`src/colr_pkg.sv`:
```
// colour and memory package
// framebuffer/palette geometry and the host write command word

package colr_pkg;

    localparam int chan_w    = 4;                 // per channel
    localparam int colr_w    = 3 * chan_w;        // r,g,b packed
    localparam int cidx_w    = 4;                 // colour index
    localparam int pal_depth = 16;                // 2**cidx_w entries

    localparam int fb_width  = 160;
    localparam int fb_height = 120;
    localparam int fb_pixels = fb_width * fb_height;   // 19200
    localparam int fb_addr_w = 15;

    // prefetch flag, fb read, palette read
    localparam int fetch_lat = 3;

    // framebuffer view of the payload
    typedef struct packed {
        logic [fb_addr_w-1:0] addr;   // linear pixel address
        logic [cidx_w-1:0]    cidx;
    } fb_wr_t;

    // palette view of the same 19 bits
    typedef struct packed {
        logic [cidx_w-1:0] cidx;      // entry to load
        logic [colr_w-1:0] colr;      // rgb 4:4:4
        logic [2:0]        pad;
    } pal_wr_t;

    typedef union packed {
        fb_wr_t  fb;
        pal_wr_t pal;
    } wr_payload_u;

    typedef enum logic {
        tgt_fb  = 1'b0,
        tgt_pal = 1'b1
    } wr_target_e;

    typedef struct packed {
        logic        valid;           // one cycle per write
        wr_target_e  target;          // picks the payload view
        wr_payload_u payload;
    } host_wr_t;

endpackage

```
`src/palette_lookup.sv`:
```
// palette lookup
// 16 entry rgb table loaded by the host, registered index to colour read

`timescale 1ns/1ps

module palette_lookup (
    input  logic                          clk_pix,
    input  colr_pkg::host_wr_t            host_wr,
    input  logic [colr_pkg::cidx_w-1:0]   pix_cidx,
    output logic [colr_pkg::colr_w-1:0]   pix_colr
);
    import colr_pkg::*;

    logic [colr_w-1:0] pal_mem [pal_depth];   // undefined until loaded
    logic              pal_we;

    assign pal_we = host_wr.valid && (host_wr.target == tgt_pal);   // palette view only

    always_ff @(posedge clk_pix) begin
        if (pal_we) begin
            pal_mem[host_wr.payload.pal.cidx] <= host_wr.payload.pal.colr;
        end
        pix_colr <= pal_mem[pix_cidx];   // old entry if rewritten this cycle
    end

endmodule

```
`config.mk`:
```
export PLATFORM = sky130hd
export DESIGN_NAME = palette_lookup
export DESIGN_NICKNAME = d
export VERILOG_FILES = /design/src/colr_pkg.sv /design/src/palette_lookup.sv
export SDC_FILE = /design/constraint.sdc
export NUM_CORES = 1
export LEC_CHECK = 0
export ABC_AREA = 0
export BUFFER_PORTS_ARGS = -buffer_cell sky130_fd_sc_hd__buf_4
export CAP_MARGIN = 20
export CORE_MARGIN = 2
export CORE_UTILIZATION = 48
export DETAILED_ROUTE_END_ITERATION = 10
export PLACE_DENSITY = 0.75
export SLEW_MARGIN = 20
export SYNTH_ARGS = -nofsm -noshare
export SYNTH_HDL_FRONTEND = slang
export SYNTH_SLANG_ARGS = --single-unit
export TNS_END_PERCENT = 20
```
`constraint.sdc`:
```
create_clock -name clk_pix -period 4.8 [get_ports clk_pix]
set_input_delay 0.72 -clock clk_pix [delete_from_list [all_inputs] [get_ports clk_pix]]
set_output_delay 0.72 -clock clk_pix [all_outputs]
set_load 0.05 [all_outputs]
```
# Yosys cells after proc, flatten, opt, wreduce, memory -nomap -nowiden
# Memories as Yosys holds them, arrays and structs flattened. A register that Yosys moved wholly into a read port is not among the register bits.
# Cells that the tools add are included.
[classes] n_mux=2 n_reduce_logical=1
[ops] cell="$mux 1" count=2
[ops] cell="$logic_and 1x1->1" count=1
[totals] register_bits=0 ram_bits=192 output_inout_bits=12 memories=1
[memory_table] name="pal_mem" words=16 width=12 read_ports=1 rd_ports_with_merged_regs=1 wr=1 line_no="palette_lookup.sv:14" source="logic [colr_w-1:0] pal_mem [pal_depth];"

# Longest topological paths before layout
[depth] ltp_word=3 depth_mapped=5 ltp_nobuf=3

# Worst setup path after synthesis
# No wires, ideal clock.
[synth_timing] kind="in2reg" start="input port host_wr[17] (netlist name)" end="memory pal_mem[0][0] (netlist name), enable pin" setup_time_ps=396 t_arrival_ps=2018 t_required_ps=4404 setup_slack_ps=2386 cell_stages=2 path_cell_list="or3_1 nor3_1"
[synth_lines] element="start, declared" line_no="palette_lookup.sv:8" source="input colr_pkg::host_wr_t host_wr,"
[synth_lines] element="end, declared" line_no="palette_lookup.sv:14"
# No word-level cell before the write port.

==> flow_summary.json <==
{
  "run_status": "finished clean",
  "grt_busiest_layer": "met2",
  "utilization": 0.565,
  "antenna_cells_inserted": 0,
  "grt.total_usage": 0.184,
  "core_region_area_sq_mm": 0.0157,
  "timing.setup.tns_ns": 0,
  "finalWeightedCongestion": 0.710,
  "worst_ep_required_time_ns": 5.17,
  "cts-hold-fix-buffers": 0,
  "cts_buffer_depth": 3,
  "post-route-drc-count": 0,
  "grt_antenna_before_repair": 0,
  "globalRoute.totalOverflow": 0,
  "grt_use_met3": 0.0332,
  "synth_top_family_by_area": "multiplexers",
  "simple_gate_share_of_the_synthesized_area": 0.0240,
  "worst_setup_hold_path_clk_slew_ns": 0.06,
  "clock-sinks": 204,
  "final.period_utilization": 0.446,
  "synth_mux_area_frac": 0.150,
  "grt.met1_usage": 0.261,
  "die_ar_sq_mm": 0.0169,
  "yosys_warns": 0,
  "ctsResizeCount": 0,
  "drt-initial-drc-count": 338,
  "place.detailed.hpwl_um": 8290,
  "max-cap-violations": 0,
  "startpoint_type": "input port",
  "timing_hold_violations_final": 0,
  "maximum_number_of_pins_on_one_net_before_global_route_repair": 49,
  "ys_seq_elements": 204,
  "syn-num-nets": 356,
  "timing.critical_path.to_type": "flop",
  "critPathArrivalTime_ns": 2.51,
  "fp-row-count": 46,
  "grt_util_met2": 0.298,
  "cts_made_buffers": 21,
  "synth_compound_area_frac": 0.0237,
  "fraction_of_the_yosys_area_taken_by_sequential_cells": 0.790,
  "detailedRoute.firstPassIterationCount": 4,
  "power_density_over_the_cells_mw_per_mm2": 430,
  "cts_root_buf": "clkbuf_16",
  "path_max_fanout": 48,
  "hold-worst-slack_ns": 0.523,
  "power.static_leakage_uw": 0.00290,
  "top_level_ports": 38,
  "detail_route.vias_per_cell": 5.85,
  "post_synth_xor_area_fraction": 0,
  "class_of_the_most_critical_setup_path": "in2reg",
  "initial_utilization": 0.486,
  "dieWidth_um": 130,
  "synth_cell_types": 18,
  "die_height_um": 130,
  "placed_cells_incl_taps": 577,
  "route.detailed.wl_per_inst_um": 24.4,
  "mean_post_synth_cell_area_sq_um": 23.0,
  "syn-instance-count": 330,
  "final_routed_wirelength_across_all_metal_layers_um": 15000,
  "max_clock_freq_mhz": 467,
  "setup_viol": 0,
  "finish.cell_count_without_fillers": 615,
  "fin_total_pwr_uw": 3800,
  "finalClockSkew_ns": 0.0153,
  "tightestPinTransition_ns": 1.07,
  "grt_pass1_wl_um": 22400,
  "timing.max_slew.rel_slack": 0.287,
  "drive_gt1_frac": 0.298,
  "worst_skew_pair.late_latency_ns": 0.50,
  "buffer_ports.inserted": 34,
  "ant_nets": 0,
  "synth_adder_area_share": 0,
  "tritoncts": "done",
  "htree_depth": 1,
  "layout.nets": 410,
  "slew_violations": 0,
  "final.min_clock_period_ns": 2.14,
  "route.vias.total": 3597,
  "setup_repair_after_global_routing_missed_its_margin": "false",
  "vias_in_the_first_global_route": 3747,
  "cts_post_setup_buffers_inserted": 0,
  "netlist_area_sq_mm": 0.00760,
  "ir_worst_vdd_uv": 297,
  "hold_path.class": "in2reg",
  "area_growth_syn_to_layout_pct": 16.2
}
## cells by family (layout without fill, tap and decap cells)
logic type | count (synthesis) | count (layout)
flip-flops | 204 | 204
multiplexers | 48 | 48
AND/OR/NAND/NOR | 40 | 40
AO/OA/AOI/OAI | 24 | 24
buffers and inverters | 14 | 83
## final cells by class
| cell class | instances | area (sq um) |
|---|---|---|
| fillers | 1186 | 6820 |
| flip-flops and latches | 204 | 6010 |
| multi-input cells | 112 | 1540 |
| clock buffers | 27 | 548 |
| repair buffers | 45 | 338 |
| well taps | 216 | 270 |
| clock inverters | 11 | 134 |
## sequential cells by signal, indices dropped and copies added, names as in the netlist
register  flops
pix_colr     12
pal_mem     192
## metrics by stage
step,instance area (sq um),setup WS (ns)
2_1_floorplan,7600,2.39
3_3_place_gp,8150,2.14
3_5_place_dp,8160,2.16
4_1_cts,8840,2.64
5_1_grt,8840,2.53
6_report,8840,2.66
## worst paths after layout
| check | cells past startpoint | to | slack [ns] | from |
|---|---|---|---|---|
| max | 4 | pix_colr[2]$_DFF_P_ | 2.66 | pix_cidx[0] |
| min | 1 | pal_mem[14][9]$_DFFE_PP_ | 0.52 | host_wr[12] |
| max reg2reg | 3 | pix_colr[2]$_DFF_P_ | 3.38 | pal_mem[0][2]$_DFFE_PP_ |
| min reg2reg | 3 | pix_colr[4]$_DFF_P_ | 0.67 | pal_mem[15][4]$_DFFE_PP_ |
## worst max-delay path: stages
cell	delay, ns
buf_4	0.67
mux4_1	0.69
a22oi_1	0.30
nand2_1	0.08
## synth_stat cells
| master | n | area (sq um) |
|---|---|---|
| a22oi_1 | 24 | 180 |
| mux4_2 | 33 | 743 |
| buf_2 | 5 | 25.0 |
| edfxtp_1 | 192 | 5770 |
| nand2_1 | 14 | 52.6 |
| clkbuf_1 | 6 | 22.5 |
| dfxtp_1 | 12 | 240 |
| mux4_1 | 15 | 394 |
| nor2_1 | 13 | 48.8 |
| nor3_1 | 4 | 20.0 |
| nor2b_1 | 2 | 12.5 |
| or3_1 | 1 | 6.26 |
| nand4_1 | 1 | 6.26 |
| buf_6 | 1 | 11.3 |
| buf_12 | 2 | 40.0 |
| nand4b_1 | 2 | 17.5 |
| nand2b_1 | 2 | 12.5 |
| and2_1 | 1 | 6.26 |
## cell usage in the layout (no fill, tap or decap)
cell / netlist / routed
a22oi_1: 24 / 24
and2_1: 1 / 1
buf_4: 0 / 45
bufinv_16: 0 / 3
clkbuf_1: 6 / 6
clkbuf_16: 0 / 21
clkinv_1: 0 / 2
clkinv_2: 0 / 4
clkinvlp_4: 0 / 1
dfxtp_1: 12 / 12
edfxtp_1: 192 / 192
inv_6: 0 / 1
mux4_1: 15 / 15
mux4_2: 33 / 33
nand2_1: 14 / 14
nand2b_1: 2 / 2
nand4_1: 1 / 1
nand4b_1: 2 / 2
nor2_1: 13 / 6
nor2_2: 0 / 7
nor2b_1: 2 / 2
nor3_2: 0 / 3
nor3_4: 0 / 1
or3_1: 1 / 1
## per-layer routing
metal	vias to the layer above	share of wire
met3	28	0.071
met5	-	0
met4	0	0.024
met1	1892	0.42
li1	1520	-
met2	157	0.49
## report_power, final
part           internal, uW  total, uW  switching (uW)
combinational          77.9        209             131
sequential             1980       1980            7.80
clock                   970       1610             636
total                  3020       3800             775
Power figures use the tool's default switching activity.
