<file path="src/disp_pkg.sv">
// display timing package
// 640x480 at 60 Hz raster constants and the beam position/sync bundle

package disp_pkg;

    localparam int cord_w = 10;                              // coordinate width

    // horizontal timing in pixels
    localparam logic [cord_w-1:0] h_active     = 10'd640;
    localparam logic [cord_w-1:0] h_sync_start = 10'd656;   // after front porch
    localparam logic [cord_w-1:0] h_sync_end   = 10'd752;   // 96 pixel pulse
    localparam logic [cord_w-1:0] h_total      = 10'd800;

    // vertical timing in lines
    localparam logic [cord_w-1:0] v_active     = 10'd480;
    localparam logic [cord_w-1:0] v_sync_start = 10'd490;
    localparam logic [cord_w-1:0] v_sync_end   = 10'd492;   // two line pulse
    localparam logic [cord_w-1:0] v_total      = 10'd525;

    // beam state, one registered bundle per pixel clock
    typedef struct packed {
        logic [cord_w-1:0] sx;       // column
        logic [cord_w-1:0] sy;       // line
        logic              hsync;    // active low
        logic              vsync;    // active low
        logic              de;       // inside 640x480
        logic              frame;    // pulse at (0,0)
    } disp_t;

endpackage

</file>
<file path="src/display_timing.sv">
// display timing generator
// free running 800x525 raster counters with registered position, syncs, de and frame

`timescale 1ns/1ps

module display_timing (
    input  logic            clk_pix,
    input  logic            rst_n,
    output disp_pkg::disp_t disp
);
    import disp_pkg::*;

    logic [cord_w-1:0] cnt_x;   // next position to present
    logic [cord_w-1:0] cnt_y;
    logic              line_end;
    logic              frame_end;

    assign line_end  = (cnt_x == h_total - 1'b1);
    assign frame_end = (cnt_y == v_total - 1'b1);

    // raster counters
    always_ff @(posedge clk_pix or negedge rst_n) begin
        if (!rst_n) begin
            cnt_x <= '0;
            cnt_y <= '0;
        end else begin
            if (line_end) begin
                cnt_x <= '0;
                cnt_y <= frame_end ? '0 : cnt_y + 1'b1;   // wrap at v_total
            end else begin
                cnt_x <= cnt_x + 1'b1;
            end
        end
    end

    // everything decoded from the same count so fields line up with sx, sy
    always_ff @(posedge clk_pix or negedge rst_n) begin
        if (!rst_n) begin
            disp.sx    <= '0;
            disp.sy    <= '0;
            disp.hsync <= 1'b1;   // inactive
            disp.vsync <= 1'b1;
            disp.de    <= 1'b0;
            disp.frame <= 1'b0;
        end else begin
            disp.sx    <= cnt_x;
            disp.sy    <= cnt_y;
            disp.hsync <= ~(cnt_x >= h_sync_start && cnt_x < h_sync_end);
            disp.vsync <= ~(cnt_y >= v_sync_start && cnt_y < v_sync_end);
            disp.de    <= (cnt_x < h_active) && (cnt_y < v_active);
            disp.frame <= (cnt_x == '0) && (cnt_y == '0);
        end
    end

endmodule

</file>
<file path="config.mk">
export PLATFORM = sky130hd
export DESIGN_NAME = display_timing
export DESIGN_NICKNAME = d
export VERILOG_FILES = /design/src/disp_pkg.sv /design/src/display_timing.sv
export SDC_FILE = /design/constraint.sdc
export NUM_CORES = 1
export LEC_CHECK = 0
export ABC_CLOCK_PERIOD_IN_PS = 4400
export BUFFER_PORTS_ARGS = -buffer_cell sky130_fd_sc_hd__buf_2
export CAP_MARGIN = 25
export CORE_ASPECT_RATIO = 1.25
export CORE_UTILIZATION = 59
export CTS_CLUSTER_DIAMETER = 40
export DETAILED_ROUTE_END_ITERATION = 6
export GPL_TIMING_DRIVEN = 0
export PLACE_DENSITY = 0.82
export SLEW_MARGIN = 20
export SYNTH_ARGS = -nofsm -noshare
export SYNTH_HDL_FRONTEND = slang
export SYNTH_SLANG_ARGS = --single-unit
</file>
<file path="constraint.sdc">
create_clock -name clk_pix -period 4.4 [get_ports clk_pix]
set_input_delay 0 -clock clk_pix [delete_from_list [all_inputs] [get_ports clk_pix]]
set_output_delay 0 -clock clk_pix [all_outputs]
set_load 0.005 [all_outputs]
</file>
After elaboration in Yosys (flattened, before gate mapping)
Index checks and enable logic that the tools add are counted.

Input bits: 2. Bits in registers: 44. Output and inout bits: 24. Logic and storage cells: 28.

Add/subtract/negate cells: 2. Muxes and demuxes: 2. Bitwise gates (word level): 2. Equality and inequality tests: 2. Magnitude comparators: 6. Reductions and logical operators: 6.

Operators with widths (number): $add 10x1->10 const B (2); $eq 10x10->1 const B (2); $logic_not 10->1 (2); $lt 10x10->1 const B (2); $lt 10x9->1 const B (2); $mux 10 (2); $ge 10x10->1 const B (1); $ge 10x9->1 const B (1); $logic_and 1x1->1 (4); $not 1->1 (2).

Depth between registers and ports, before layout
Depth after elaboration: 3. Depth in mapped cells: 7. Gate-level depth less buffers: 6.

Least setup slack after synthesis
No wires, ideal clock.

Path kind: reg2reg. Start: reg cnt_x[0]. End: reg cnt_y[6]. Period minus slack after synthesis: 1517 ps. Path buffers: 1. Setup slack: 2883 ps. Setup time: 124 ps. Cell stages (with the launch flop): 7. Required time: 4276 ps. Arrival time: 1394 ps. Cell sequence: dfrtp_1 ha_1 and4_4 and4_1 buf_4 nand4_1 xnor2_1.

Cells in the longest elaborated chain, start to end: 1.

Ends and longest elaborated chain: from (decl) (RTL line display_timing.sv:13) `logic [cord_w-1:0] cnt_x;`; from (signal assigned) (RTL line display_timing.sv:31) `cnt_x <= cnt_x + 1'b1;`; $eq 10x10->1 (RTL line display_timing.sv:18) `assign line_end = (cnt_x == h_total - 1'b1);`; to (signal assigned) (RTL line display_timing.sv:29) `cnt_y <= frame_end ? '0 : cnt_y + 1'b1;`; to (decl) (RTL line display_timing.sv:14) `logic [cord_w-1:0] cnt_y;`.

Every way passes these cells. A chain may end at the register's enable or synchronous reset.

Final worst setup path
Start: reg cnt_x[0]. End: reg cnt_y[3].

The elaborated chain is that of the path after synthesis.

==> qor.yml <==
floorplan:
  fp.dieArea_sq_mm: 0.003133
  io_pins: 26
  row_count: 21
  core_area_sq_mm: 0.002733
  fp.dieW_microns: 50.27
  start_util_pct: 62.87
  die_y_microns: 62.33
timing:
  tightest_slew_ns: 0.3624
  finalMaxSlewViolations: 0
  period_needed_ns: 1.741
  fmax_mhz: 574.5
  period_share_pct: 39.56
  finalHoldViolCount: 0
  relSlewSlack_pct: 75.84
  setup_violations: 0
  finClkSkew_ns: 0.008535
  finalSetupTns_ns: 0
  rsz0062_at_grt: "no"
synth:
  synthCells: 141
  netlist-cell-type-count: 34
  ys.flop_type: "dfrtp_1"
  synth_most_common_cell: "dfrtp_1"
  netlist_area_sq_mm: 0.001718
  syn_area_per_cell_sq_um: 12.18
  synth_seq_area_share_pct: 64.24
  yosys.area.top_type: "dfrtp_1"
  synth_top_cell_area_share_pct: 61.18
  ys_ff_latch: 44
  ys.warnings.count: 0
  synthTopCellsByArea: "dfrtp_1, ha_1, xnor2_1, nand3_1, dfstp_2"
  ys_top_cells_by_count: "dfrtp_1, nand3_1, nand2_1, o21ai_0, xnor2_1"
  synth_nets: 148
  synth_edf_count: 0
  async_flop_share_pct: 100.0
global_route:
  gr-usage-all-layers_pct: 22.94
  overflow: 0
  grt_pass1_vias: 1172
  grt_pass1_wl_microns: 5250
  grt_max_degree: 45
  grt_antenna_before_repair: 0
pwr:
  ir_drop_uv: 251.5
  power.density_mw_per_mm2: 314.2
  power_frac_seq_pct: 64.8
  pwr-share-clk_pct: 33.5
  power.switching_uw: 122.4
  p_comb_share_pct: 1.6
  p_int_uw: 501.0
  p_leak_nw: 0.9694
  p_sw_share_pct: 19.63
critical_path:
  required_ns: 4.67
  crit_path_start_kind: "register"
  crit_fanout: 7
  cp.arrival_ns: 2.01
  critical_path_class: "register to register"
  crit_start: "cnt_x[0]"
  reg2reg_from: "cnt_x[0]"
  endpoint_kind: "register"
final_layout:
  syn_to_final_growth_pct: 15.51
  drive_gt1_share_pct: 24.43
  nFillCells: 204
  nNetsFinal: 182
  num_antenna_cells: 0
  finish.utilization_pct: 72.62
routing:
  drc_errors: 0
  wl_met1_microns: 1269
  dr_wl_met2_microns: 1475
  wl_microns: 2946
  vias: 1192
  drt_iter0_drc: 22
  top_layer: "met4"
  wl_per_cell_microns: 14.03
  wl_met3_microns: 124
  first_pass_iters: 4
  ant_nets: 0
  via_per_inst: 5.676
clock_network:
  htree_num_levels: 2
  cts_buffers: 5
  root_buffer: "clkbuf_4"
  clock_latency_ns: 0.35
  cts.clk_slew.worst_paths_ns: 0.11
  cts_sinks: 44
  clock_path_buffers: 2
  cts_tree: "done"
status:
  outcome: "finished clean"
place:
  portBuffers: 25
  hpwlAfterDp_microns: 2057
  gp_congestion: 0.7644
job:
  drv_cap: 0
hold_path:
  min_path_type: "input port to async pin"
timing repair:
action                                 in CTS  in global routing
resized for setup                           0                  0
buffers inserted                            0                  0
endpoints found under the hold margin      42                  0
hold buffers                                1                  0
path summary, 6_finish.rpt:
check / slack [ns] / cells after the start / to
setup / recovery: 2.66 / 5 / cnt_y[3]
hold / removal: 0.03 / 2 / disp[20]
setup reg to reg: 2.66 / 5 / cnt_y[3]
hold reg to reg: 0.38 / 0 / disp[16]
max in group asynchronous: 3.86 / 3 / disp[2]
min in group clk_pix: 0.38 / 0 / disp[16]
metrics by stage:
stage               std cells  total power [mW]  setup slack [ns]  hold slack [ns]  area, sq um
CTS                       209            0.6287             2.657           0.3377         1964
detailed placement        200            0.4201             2.686           0.1856         1886
global placement          200            0.4197             2.728           0.1657         1886
floorplan                 141            0.4122             2.883          -0.2956         1718
finish                    210            0.6234             2.659          0.03397         1984
global route              210            0.6502             2.501          0.04399         1984
cell families after synthesis:
| group | synth area share, % |
|---|---|
| compound gates | 6.410 |
| xor+xnor | 5.099 |
| fa+ha+maj | 3.642 |
| buf+inv | 2.913 |
| flops | 64.24 |
| simple gates | 17.70 |
power groups by stage:
stage | Sequential, mW | Combinational, mW | Clock [mW]
finish | 0.404 | 0.0102 | 0.209
global route | 0.404 | 0.0123 | 0.233
CTS | 0.404 | 0.00862 | 0.216
detailed placement | 0.412 | 0.00803 | 0
global placement | 0.412 | 0.00766 | 0
floorplan | 0.412 | 0.000000217 | 0
critical path, stage by stage (launching register included):
cell and delay [ns]:
dfrtp_1 0.47, ha_1 0.28, and4_4 0.25, nand4_1 0.19, or3_1 0.39, o21ai_0 0.09
sequential cells by signal, summed over array words and instances (netlist names):
name and cells:
cnt_x 10, disp 24, cnt_y 10
metal layers:
layer	up-vias	track usage, %
met2	31	34.50
met3	11	7.108
met1	586	30.05
li1	564	-
met5	-	0
met4	0	10.71
cell type report:
type | count | area [sq um] | area share (%)
sequential | 44 | 1104 | 55.61
buffer | 5 | 31.28 | 1.576
timing repair buffer | 27 | 155.1 | 7.818
tap | 34 | 42.54 | 2.144
inverter | 5 | 18.77 | 0.9458
multi-input combinational | 87 | 564.3 | 28.44
clock buffer | 8 | 68.82 | 3.468
cell usage in the layout, fill, tap and decap left out, types with 2 or more instances in the layout:
cell	instances
ha_1	5
buf_2	26
o21ai_0	7
xnor2_1	7
nor4_1	4
xor2_1	3
or3_1	3
nor3_1	4
nand2_1	7
nand4_1	6
clkbuf_1	3
nor2b_1	2
dfrtp_1	42
nor2_1	6
nand3_1	12
clkbuf_8	2
and3_1	3
clkbuf_4	5
dfstp_2	2
a31oi_1	3
inv_1	5
a21oi_1	2
and2_1	2
(Power assumes the default switching activity.)
