<file path="src/colr_pkg.sv">
// colour and memory package
// framebuffer/palette geometry and the host write command word

package colr_pkg;

    localparam int chan_w    = 4;                 // per channel
    localparam int colr_w    = 3 * chan_w;        // r,g,b packed
    localparam int cidx_w    = 4;                 // colour index
    localparam int pal_depth = 16;                // 2**cidx_w entries

    localparam int fb_width  = 160;
    localparam int fb_height = 120;
    localparam int fb_pixels = fb_width * fb_height;   // 19200
    localparam int fb_addr_w = 15;

    // prefetch flag, fb read, palette read
    localparam int fetch_lat = 3;

    // framebuffer view of the payload
    typedef struct packed {
        logic [fb_addr_w-1:0] addr;   // linear pixel address
        logic [cidx_w-1:0]    cidx;
    } fb_wr_t;

    // palette view of the same 19 bits
    typedef struct packed {
        logic [cidx_w-1:0] cidx;      // entry to load
        logic [colr_w-1:0] colr;      // rgb 4:4:4
        logic [2:0]        pad;
    } pal_wr_t;

    typedef union packed {
        fb_wr_t  fb;
        pal_wr_t pal;
    } wr_payload_u;

    typedef enum logic {
        tgt_fb  = 1'b0,
        tgt_pal = 1'b1
    } wr_target_e;

    typedef struct packed {
        logic        valid;           // one cycle per write
        wr_target_e  target;          // picks the payload view
        wr_payload_u payload;
    } host_wr_t;

endpackage

</file>
<file path="src/disp_pkg.sv">
// display timing package
// 640x480 at 60 Hz raster constants and the beam position/sync bundle

package disp_pkg;

    localparam int cord_w = 10;                              // coordinate width

    // horizontal timing in pixels
    localparam logic [cord_w-1:0] h_active     = 10'd640;
    localparam logic [cord_w-1:0] h_sync_start = 10'd656;   // after front porch
    localparam logic [cord_w-1:0] h_sync_end   = 10'd752;   // 96 pixel pulse
    localparam logic [cord_w-1:0] h_total      = 10'd800;

    // vertical timing in lines
    localparam logic [cord_w-1:0] v_active     = 10'd480;
    localparam logic [cord_w-1:0] v_sync_start = 10'd490;
    localparam logic [cord_w-1:0] v_sync_end   = 10'd492;   // two line pulse
    localparam logic [cord_w-1:0] v_total      = 10'd525;

    // beam state, one registered bundle per pixel clock
    typedef struct packed {
        logic [cord_w-1:0] sx;       // column
        logic [cord_w-1:0] sy;       // line
        logic              hsync;    // active low
        logic              vsync;    // active low
        logic              de;       // inside 640x480
        logic              frame;    // pulse at (0,0)
    } disp_t;

endpackage

</file>
<file path="src/vga_out.sv">
// vga output stage
// paints the framebuffer area, blanks elsewhere and registers the pins

`timescale 1ns/1ps

module vga_out (
    input  logic                          clk_pix,
    input  logic                          rst_n,
    input  disp_pkg::disp_t               disp,
    input  logic [colr_pkg::colr_w-1:0]   pix_colr,
    output logic                          vga_hsync,
    output logic                          vga_vsync,
    output logic [colr_pkg::chan_w-1:0]   vga_r,
    output logic [colr_pkg::chan_w-1:0]   vga_g,
    output logic [colr_pkg::chan_w-1:0]   vga_b
);
    import disp_pkg::*;
    import colr_pkg::*;

    logic              paint_area;   // top left 160x120
    logic [colr_w-1:0] paint_colr;

    always_comb begin
        paint_area = (disp.sx < cord_w'(fb_width)) && (disp.sy < cord_w'(fb_height));
        // black in blanking and outside the buffer
        paint_colr = (disp.de && paint_area) ? pix_colr : '0;
    end

    always_ff @(posedge clk_pix or negedge rst_n) begin
        if (!rst_n) begin
            vga_hsync <= 1'b1;                 // syncs idle high
            vga_vsync <= 1'b1;
            vga_r     <= '0;
            vga_g     <= '0;
            vga_b     <= '0;
        end else begin
            vga_hsync <= disp.hsync;
            vga_vsync <= disp.vsync;
            {vga_r, vga_g, vga_b} <= paint_colr;   // r in the top nibble
        end
    end

endmodule

</file>
<file path="config.mk">
export PLATFORM = sky130hd
export DESIGN_NAME = vga_out
export DESIGN_NICKNAME = d
export VERILOG_FILES = /design/src/colr_pkg.sv /design/src/disp_pkg.sv /design/src/vga_out.sv
export SDC_FILE = /design/constraint.sdc
export NUM_CORES = 1
export LEC_CHECK = 0
export BUFFER_PORTS_ARGS = -buffer_cell sky130_fd_sc_hd__buf_2
export CORE_MARGIN = 4
export CORE_UTILIZATION = 30
export DETAILED_ROUTE_END_ITERATION = 8
export PLACE_DENSITY_LB_ADDON = 0.25
export SYNTH_ARGS = -nofsm -noshare
export SYNTH_HDL_FRONTEND = slang
export SYNTH_SLANG_ARGS = --single-unit
</file>
<file path="constraint.sdc">
create_clock -name clk_pix -period 0.8 [get_ports clk_pix]
set_input_delay 0.12 -clock clk_pix [delete_from_list [all_inputs] [get_ports clk_pix]]
set_output_delay 0.12 -clock clk_pix [all_outputs]
set_load 0.02 [all_outputs]
</file>
Word-level counts from Yosys, hierarchy flattened
Index checks and enable logic that the tools add are counted.
- flip-flop bits (word level): 14
- logic and storage cells: 10
- order comparisons: 2
- muxes and demuxes: 1
- reduce and logical (&&, ||, !) cells: 2
- operator list (cell ; count):
    12-bit two-way mux ; 1
    10-bit by 7-bit less-than comparator with 1-bit output (second input constant) ; 1
    10-bit by 8-bit less-than comparator with 1-bit output (second input constant) ; 1
    1-bit logical AND ; 2

Logic depth before layout (Yosys ltp)
Gate-level depths: netlist (run 1).
- depth in word-level cells: 4
- depth in mapped cells: 3
- depth with buffers taken out: 2

Worst setup path before layout (run 1)
OpenSTA, ideal clock, no wires.
- path kind: input -> register
- from: input disp[13] (netlist bit)
- to: register vga_b[2] (netlist bit)
- library setup time: 0.096 ns
- data arrival time: 1.001 ns
- data required time: 0.704 ns
- setup slack: -0.297 ns
- stages on the path: 3
- path through: or4b_4 > buf_6 > nor4_2
- word-level cells in the longest chain between the ends: 4
- RTL lines (item ; RTL line ; RTL):
    from (decl) ; vga_out.sv:9 ; input disp_pkg::disp_t disp,
    10-bit by 7-bit less-than comparator with 1-bit output ; vga_out.sv:24 ; paint_area = (disp.sx < cord_w'(fb_width)) && (disp.sy < cord_w'(fb_height));
    1-bit logical AND ; vga_out.sv:24 ;
    1-bit logical AND ; vga_out.sv:26 ; paint_colr = (disp.de && paint_area) ? pix_colr : '0;
    12-bit two-way mux ; vga_out.sv:26 ;
    net paint_colr[2] ; vga_out.sv:21 ; logic [colr_w-1:0] paint_colr;
    to (signal assigned) ; vga_out.sv:39 ; {vga_r, vga_g, vga_b} <= paint_colr;
    to (decl) ; vga_out.sv:15 ; output logic [colr_pkg::chan_w-1:0] vga_b
The timed path passes the listed nets, and every way through them passes these cells.

Worst setup path in the final report (run 1)
- from: register vga_hsync
- to: output vga_hsync
- RTL lines (item ; RTL line ; RTL):
    from (decl) ; vga_out.sv:11 ; output logic vga_hsync,
    from (signal assigned) ; vga_out.sv:37 ; vga_hsync <= disp.hsync;
No word-level cell between the ends.

==> results.sh, run 1 <==
export IMPL_outcome="complete, but fails checks"
export IMPL_violations="negative setup slack"
export IMPL_finalCritPeriodShare_pct=128
export IMPL_max_slew_margin_pct=79.2
export IMPL_cts_htree_levels=1
export IMPL_postRouteAntennaNets=0
export IMPL_p_per_area_nw_per_um2=1210
export IMPL_slowest_delay_ns=0.53
export IMPL_grt_antenna_before_repair=0
export IMPL_slowest_stage="dfstp_2"
export IMPL_drt_iter0_drc=2
export IMPL_ys_seq_area_share_pct=53.4
export IMPL_syn_cell_area_um2=661
export IMPL_grt_max_degree=15
export IMPL_initial_core_util_pct=32.7
export IMPL_drive_above_1_share_pct=80.6
export IMPL_required_ns=0.68
export IMPL_fin_crit_ns=1.02
export IMPL_p_leak_uw=0.000485
export IMPL_max_cap_violations=0
export IMPL_num_rows=16
export IMPL_crit_chain="buf_6"
export IMPL_cp_start_kind="flip-flop"
export IMPL_synth_fp_nets=84
export IMPL_path_class="reg2out"
export IMPL_drt_wl_total_mm=1.61
export IMPL_grt_overflow_total=0
export IMPL_multi_input_area_um2=339
export IMPL_place_congestion=0.588
export IMPL_ctsLongestPathBuffers=2
export IMPL_fill_cells=181
export IMPL_vias=563
export IMPL_vdd_drop_max_v=0.000663
export IMPL_nets=132
export IMPL_end_kind="output pin"
export IMPL_hold_viol=0
export IMPL_seqCellArea_um2=353
export IMPL_placed_cell_area_um2=921
export IMPL_ys_warn_count=0
export IMPL_hold_class="in2reg"
export IMPL_dr_pass1_iters=2
export IMPL_avgRoutedWirePerCell_um=13.4
export IMPL_root_buffer="clkbuf_4"
export IMPL_synth_top_area_share_pct=45.5
export IMPL_area_delta_synth_final_pct=72.2
export IMPL_drcViolationCount=0
export IMPL_die_h_um=54.9
export IMPL_syn_instance_count=46
export IMPL_finalSetupViolCount=21
export IMPL_clk_pin_slew_ns=0.08
export IMPL_synthTopCellsByArea="dfrtp_1 45%, nor4_2 17%, or3b_2 16%, dfstp_2 8.0%, nor4_4 3.2%"
export IMPL_hold_slack_ns=0.180
export IMPL_cts_made_buffers=3
export IMPL_n_antenna_cell=0
export IMPL_avgSynthCellArea_um2=14.4
export IMPL_setup_ws_ns=-0.223
export IMPL_finalMaxSlewViolations=0
export IMPL_ys_ff_latch=14
export IMPL_clock_sinks=14
export IMPL_hpwl_mm=1.06
export IMPL_arrival_ns=0.90
export IMPL_rsz0062_at_grt="true"
export IMPL_crit_buf_inv=1
export IMPL_ys_types=12
export IMPL_post_drt_via_cell_ratio=4.69
export IMPL_fmax_ghz=0.978
export IMPL_dieWidth_um=54.9
export IMPL_core_area_um2=2020
export IMPL_port_buffers=42
export IMPL_num_io_pins=52
export IMPL_synth_top_cell_by_area="dfrtp_1"
export IMPL_worst_pin_slew_ns=0.311
export IMPL_final_area_um2=1140
export IMPL_grt_use_total_pct=12.1
export IMPL_cts_tree="built"
export IMPL_path_max_fanout=1
export IMPL_die_area_um2=3020
export IMPL_grt_pass1_wl_mm=2.48
export IMPL_crit_family="flip-flops"
export IMPL_first_global_vias=563
[tightest hold or removal path, delay by kind of cell]
kind | cells | cell delay, ns
buf+inv | 1 | 0.07
simple gates | 2 | 0.23
[cell families (layout without fill, tap and decap cells)]
group           after synthesis  in the layout  synth area share (%)
simple gates                 26             27                  41.5
buf+inv                       5             51                  3.98
compound gates                1              1                  1.14
flops                        14             14                  53.4
[layout by cell type, fill, tap and decap left out, drive strengths merged]
| cell type | count |
|---|---|
| or3b | 12 |
| and4 | 1 |
| or4b | 2 |
| o21a | 1 |
| dfrtp | 12 |
| nor4 | 12 |
| clkbuf | 5 |
| buf | 43 |
| dfstp | 2 |
| dlygate4sd3 | 3 |
[synthesized netlist by cell type]
| cell | n |
|---|---|
| dfrtp_1 | 12 |
| nor4_4 | 1 |
| buf_1 | 1 |
| buf_6 | 1 |
| nor4_2 | 9 |
| clkbuf_1 | 3 |
| and4_1 | 1 |
| or4b_4 | 1 |
| or3b_2 | 12 |
| o21a_1 | 1 |
| dfstp_2 | 2 |
| nor4_1 | 2 |
[repair_timing]
item | 4_1_cts | 5_1_grt
endpoints found under the hold margin | 14 | 0
endpoints found under the setup margin | 26 | 20
buffers inserted | 0 | 0
cloned | 1 | 0
gates resized for setup | 34 | 5
pin swaps | 2 | 3
hold buffers | 3 | 0
[through the flow]
stage / utilization, % / power [µW] / setup WS (ns) / cells / TNS [ns]
finish: 56.3 / 1380 / -0.223 / 120 / -1.70
global route: 56.3 / 1450 / -0.245 / 120 / -2.29
CTS: 54.7 / 1380 / -0.230 / 120 / -1.83
detailed placement: 45.5 / 938 / -0.398 / 112 / -4.18
global placement: 45.5 / 934 / -0.360 / 112 / -3.99
floorplan: - / 828 / -0.229 / 46 / -2.51
[path summary, 6_finish.rpt]
| check | slack [ns] | endpoint | from | cells after the start |
|---|---|---|---|---|
| worst min-delay path | 0.18 | vga_r[1] | disp[12] | 3 |
| worst max-delay path | -0.22 | vga_hsync | vga_hsync | 1 |
| max in group asynchronous | 0.24 | vga_hsync | rst_n | 2 |
| min in group asynchronous | 0.27 | vga_b[3] | rst_n | 2 |
[where the power goes]
part / internal [µW] / leakage (µW) / switching [µW] / total (µW)
registers: 719 / 0.000189 / 3.12 / 722
clock network: 193 / 0.0000150 / 210 / 402
logic: 136 / 0.000281 / 118 / 254
[registers in the layout, indices dropped and copies added, names as in the netlist]
name / count
vga_hsync: 1
vga_vsync: 1
vga_r: 4
vga_g: 4
vga_b: 4
[routing by layer]
| metal | vias to the layer above | global-route usage [%] | routed length [µm] | part of all wire (%) |
|---|---|---|---|---|
| met3 | 2 | 1.88 | 145 | 9.0 |
| met5 | - | 0 | 0 | 0 |
| met2 | 27 | 18.5 | 761 | 47 |
| met1 | 260 | 15.4 | 677 | 42 |
| met4 | 0 | 8.50 | 27 | 1.7 |
| li1 | 274 | - | - | - |
[area by class of cell]
cell class                 count  area share (%)
clock buffer                   4            2.31
timing repair buffer          47            33.9
multi-input combinational     28            29.8
sequential                    14            31.0
tap                           27            2.97
(Power assumes the default switching activity.)
==> inputs of run 2 (changes only) <==
clock period = 0.85 ns   (was 0.8 ns; I/O delays follow)
==> run 2 against run 1 <==
  * The flow still finishes with violations (negative setup slack)
  * Sequential cell count is the same
  * First-iteration DRC count grew 100%
  * Global-route usage shrank 0.17 points
  * Worst setup slack gained 0.042 ns
  * Sequential share of layout area grew 0.068 points
  * Clock-buffer cell count is the same
  * Hold slack gained 0.0078 ns
  * Wire length shrank 1.3%
  * Cell area shrank 0.22%
  * Power shrank 6.0%
  * Sequential power shrank 6.0%
  * Cell count is the same
  * Largest cell class unchanged
==> results.sh, run 2 (synthesis gave the netlist of run 1 again) <==
export IMPL_outcome="complete, but fails checks"
export IMPL_violations="negative setup slack"
export IMPL_swShare_pct=24.0
export IMPL_clockPowerShare_pct=29.2
export IMPL_clock_sinks=14
export IMPL_layout_commonest_cell="buf_2"
export IMPL_post_drt_via_cell_ratio=4.68
export IMPL_p_per_area_nw_per_um2=1140
export IMPL_grt_use_total_pct=11.9
export IMPL_switchingPower_uw=311
export IMPL_avgRoutedWirePerCell_um=13.3
export IMPL_postRouteAntennaNets=0
export IMPL_hold_viol=0
export IMPL_sequentialPowerShare_pct=52.4
export IMPL_clk_pin_slew_ns=0.08
export IMPL_num_rows=16
export IMPL_drcViolationCount=0
export IMPL_fin_util_pct=56.1
export IMPL_rsz0062_at_grt="true"
export IMPL_p_leak_uw=0.000484
export IMPL_initial_core_util_pct=32.7
export IMPL_fmax_ghz=0.971
export IMPL_dieWidth_um=54.9
export IMPL_cts_tree="built"
export IMPL_slowest_stage="dfstp_2"
export IMPL_nets=132
export IMPL_arrival_ns=0.90
export IMPL_vdd_drop_max_v=0.000624
export IMPL_drt_wl_total_mm=1.59
export IMPL_max_slew_margin_pct=79.2
export IMPL_port_buffers=42
export IMPL_cp_start_kind="flip-flop"
export IMPL_path_max_fanout=1
export IMPL_reg_largest_list="vga_b: 4 flops, vga_g: 4 flops, vga_r: 4 flops"
export IMPL_n_antenna_cell=0
export IMPL_crit_buf_inv=1
export IMPL_post_place_ws_ns=-0.355
export IMPL_drive_above_1_share_pct=80.6
export IMPL_finalSetupViolCount=14
export IMPL_first_global_vias=549
export IMPL_area_delta_synth_final_pct=71.8
export IMPL_required_ns=0.72
export IMPL_num_io_pins=52
export IMPL_hpwl_mm=1.06
export IMPL_ctsLongestPathBuffers=2
export IMPL_cts_htree_levels=1
export IMPL_root_buffer="clkbuf_4"
export IMPL_slowest_delay_ns=0.53
export IMPL_die_h_um=54.9
export IMPL_grt_max_degree=15
export IMPL_cts_made_buffers=3
export IMPL_grt_antenna_before_repair=0
export IMPL_dr_pass1_iters=2
export IMPL_core_area_um2=2020
export IMPL_path_class="reg2out"
export IMPL_crit_family="flip-flops"
export IMPL_fin_crit_ns=1.03
export IMPL_worst_pin_slew_ns=0.311
export IMPL_place_congestion=0.588
export IMPL_max_cap_violations=0
export IMPL_finalMaxSlewViolations=0
export IMPL_finalCritPeriodShare_pct=121
export IMPL_layout_common_cells="25 x buf_2, 16 x buf_6, 12 x dfrtp_1"
export IMPL_die_area_um2=3020
export IMPL_end_kind="output pin"
export IMPL_combPwrFrac_pct=18.4
export IMPL_drt_iter0_drc=4
export IMPL_setup_ws_ns=-0.180
export IMPL_hold_class="in2reg"
export IMPL_grt_pass1_wl_mm=2.43
export IMPL_grt_overflow_total=0
export IMPL_crit_chain="buf_6"
export IMPL_vias=562
export IMPL_internal_power_uw=984
run 2: cell counts in the layout (fill, tap and decap cells not counted):
No cell type changed its count.
run 2: area by class of cell:
type / instances / area (µm²)
clock buffers: 4 / 26.3
flip-flops and latches: 14 / 353
well taps: 27 / 33.8
fillers: 181 / 887
multi-input cells: 28 / 339
repair buffers: 47 / 383
run 2: stage by stage:
stage                     power, µW  hold slack, ns  TNS, ns  cells  area, µm²
after global placement          879          0.0296    -3.48    112        921
after CTS                      1290           0.194    -1.17    120       1080
after detailed placement        883          0.0322    -3.67    112        921
after global routing           1360           0.174    -1.52    120       1130
after floorplan                 780          -0.168    -2.00     46        668
final                          1300           0.188    -1.01    120       1130
run 2: worst paths after layout:
check / startpoint / to / slack [ns] / depth (start not counted)
min in group asynchronous: rst_n / vga_b[3] / 0.28 / 2
max in group asynchronous: rst_n / vga_hsync / 0.29 / 2
max: vga_hsync / vga_hsync / -0.18 / 1
min: disp[11] / vga_r[1] / 0.19 / 3
run 2: per-layer routing:
layer	GRT usage [%]	share of wire (%)	vias to the layer above
met4	8.50	1.7	0
met2	17.5	47	27
met5	0	0	-
met1	15.9	42	259
met3	1.61	9.2	2
li1	-	-	274
run 2: power groups by stage:
stage	Combinational, µW	Sequential (µW)	Clock [µW]
final	238	679	379
after global placement	189	690	0
after detailed placement	192	691	0
after CTS	221	680	389
after global routing	260	680	425
after floorplan	78.6	701	0
run 2: timing repair:
item                                   in CTS  in global routing
hold buffers                                3                  0
setup endpoints to repair                  24                 19
pin swaps                                   1                  2
gates resized for setup                    30                  8
endpoints found under the hold margin      14                  0
cloned                                      1                  0
setup buffers                               0                  0
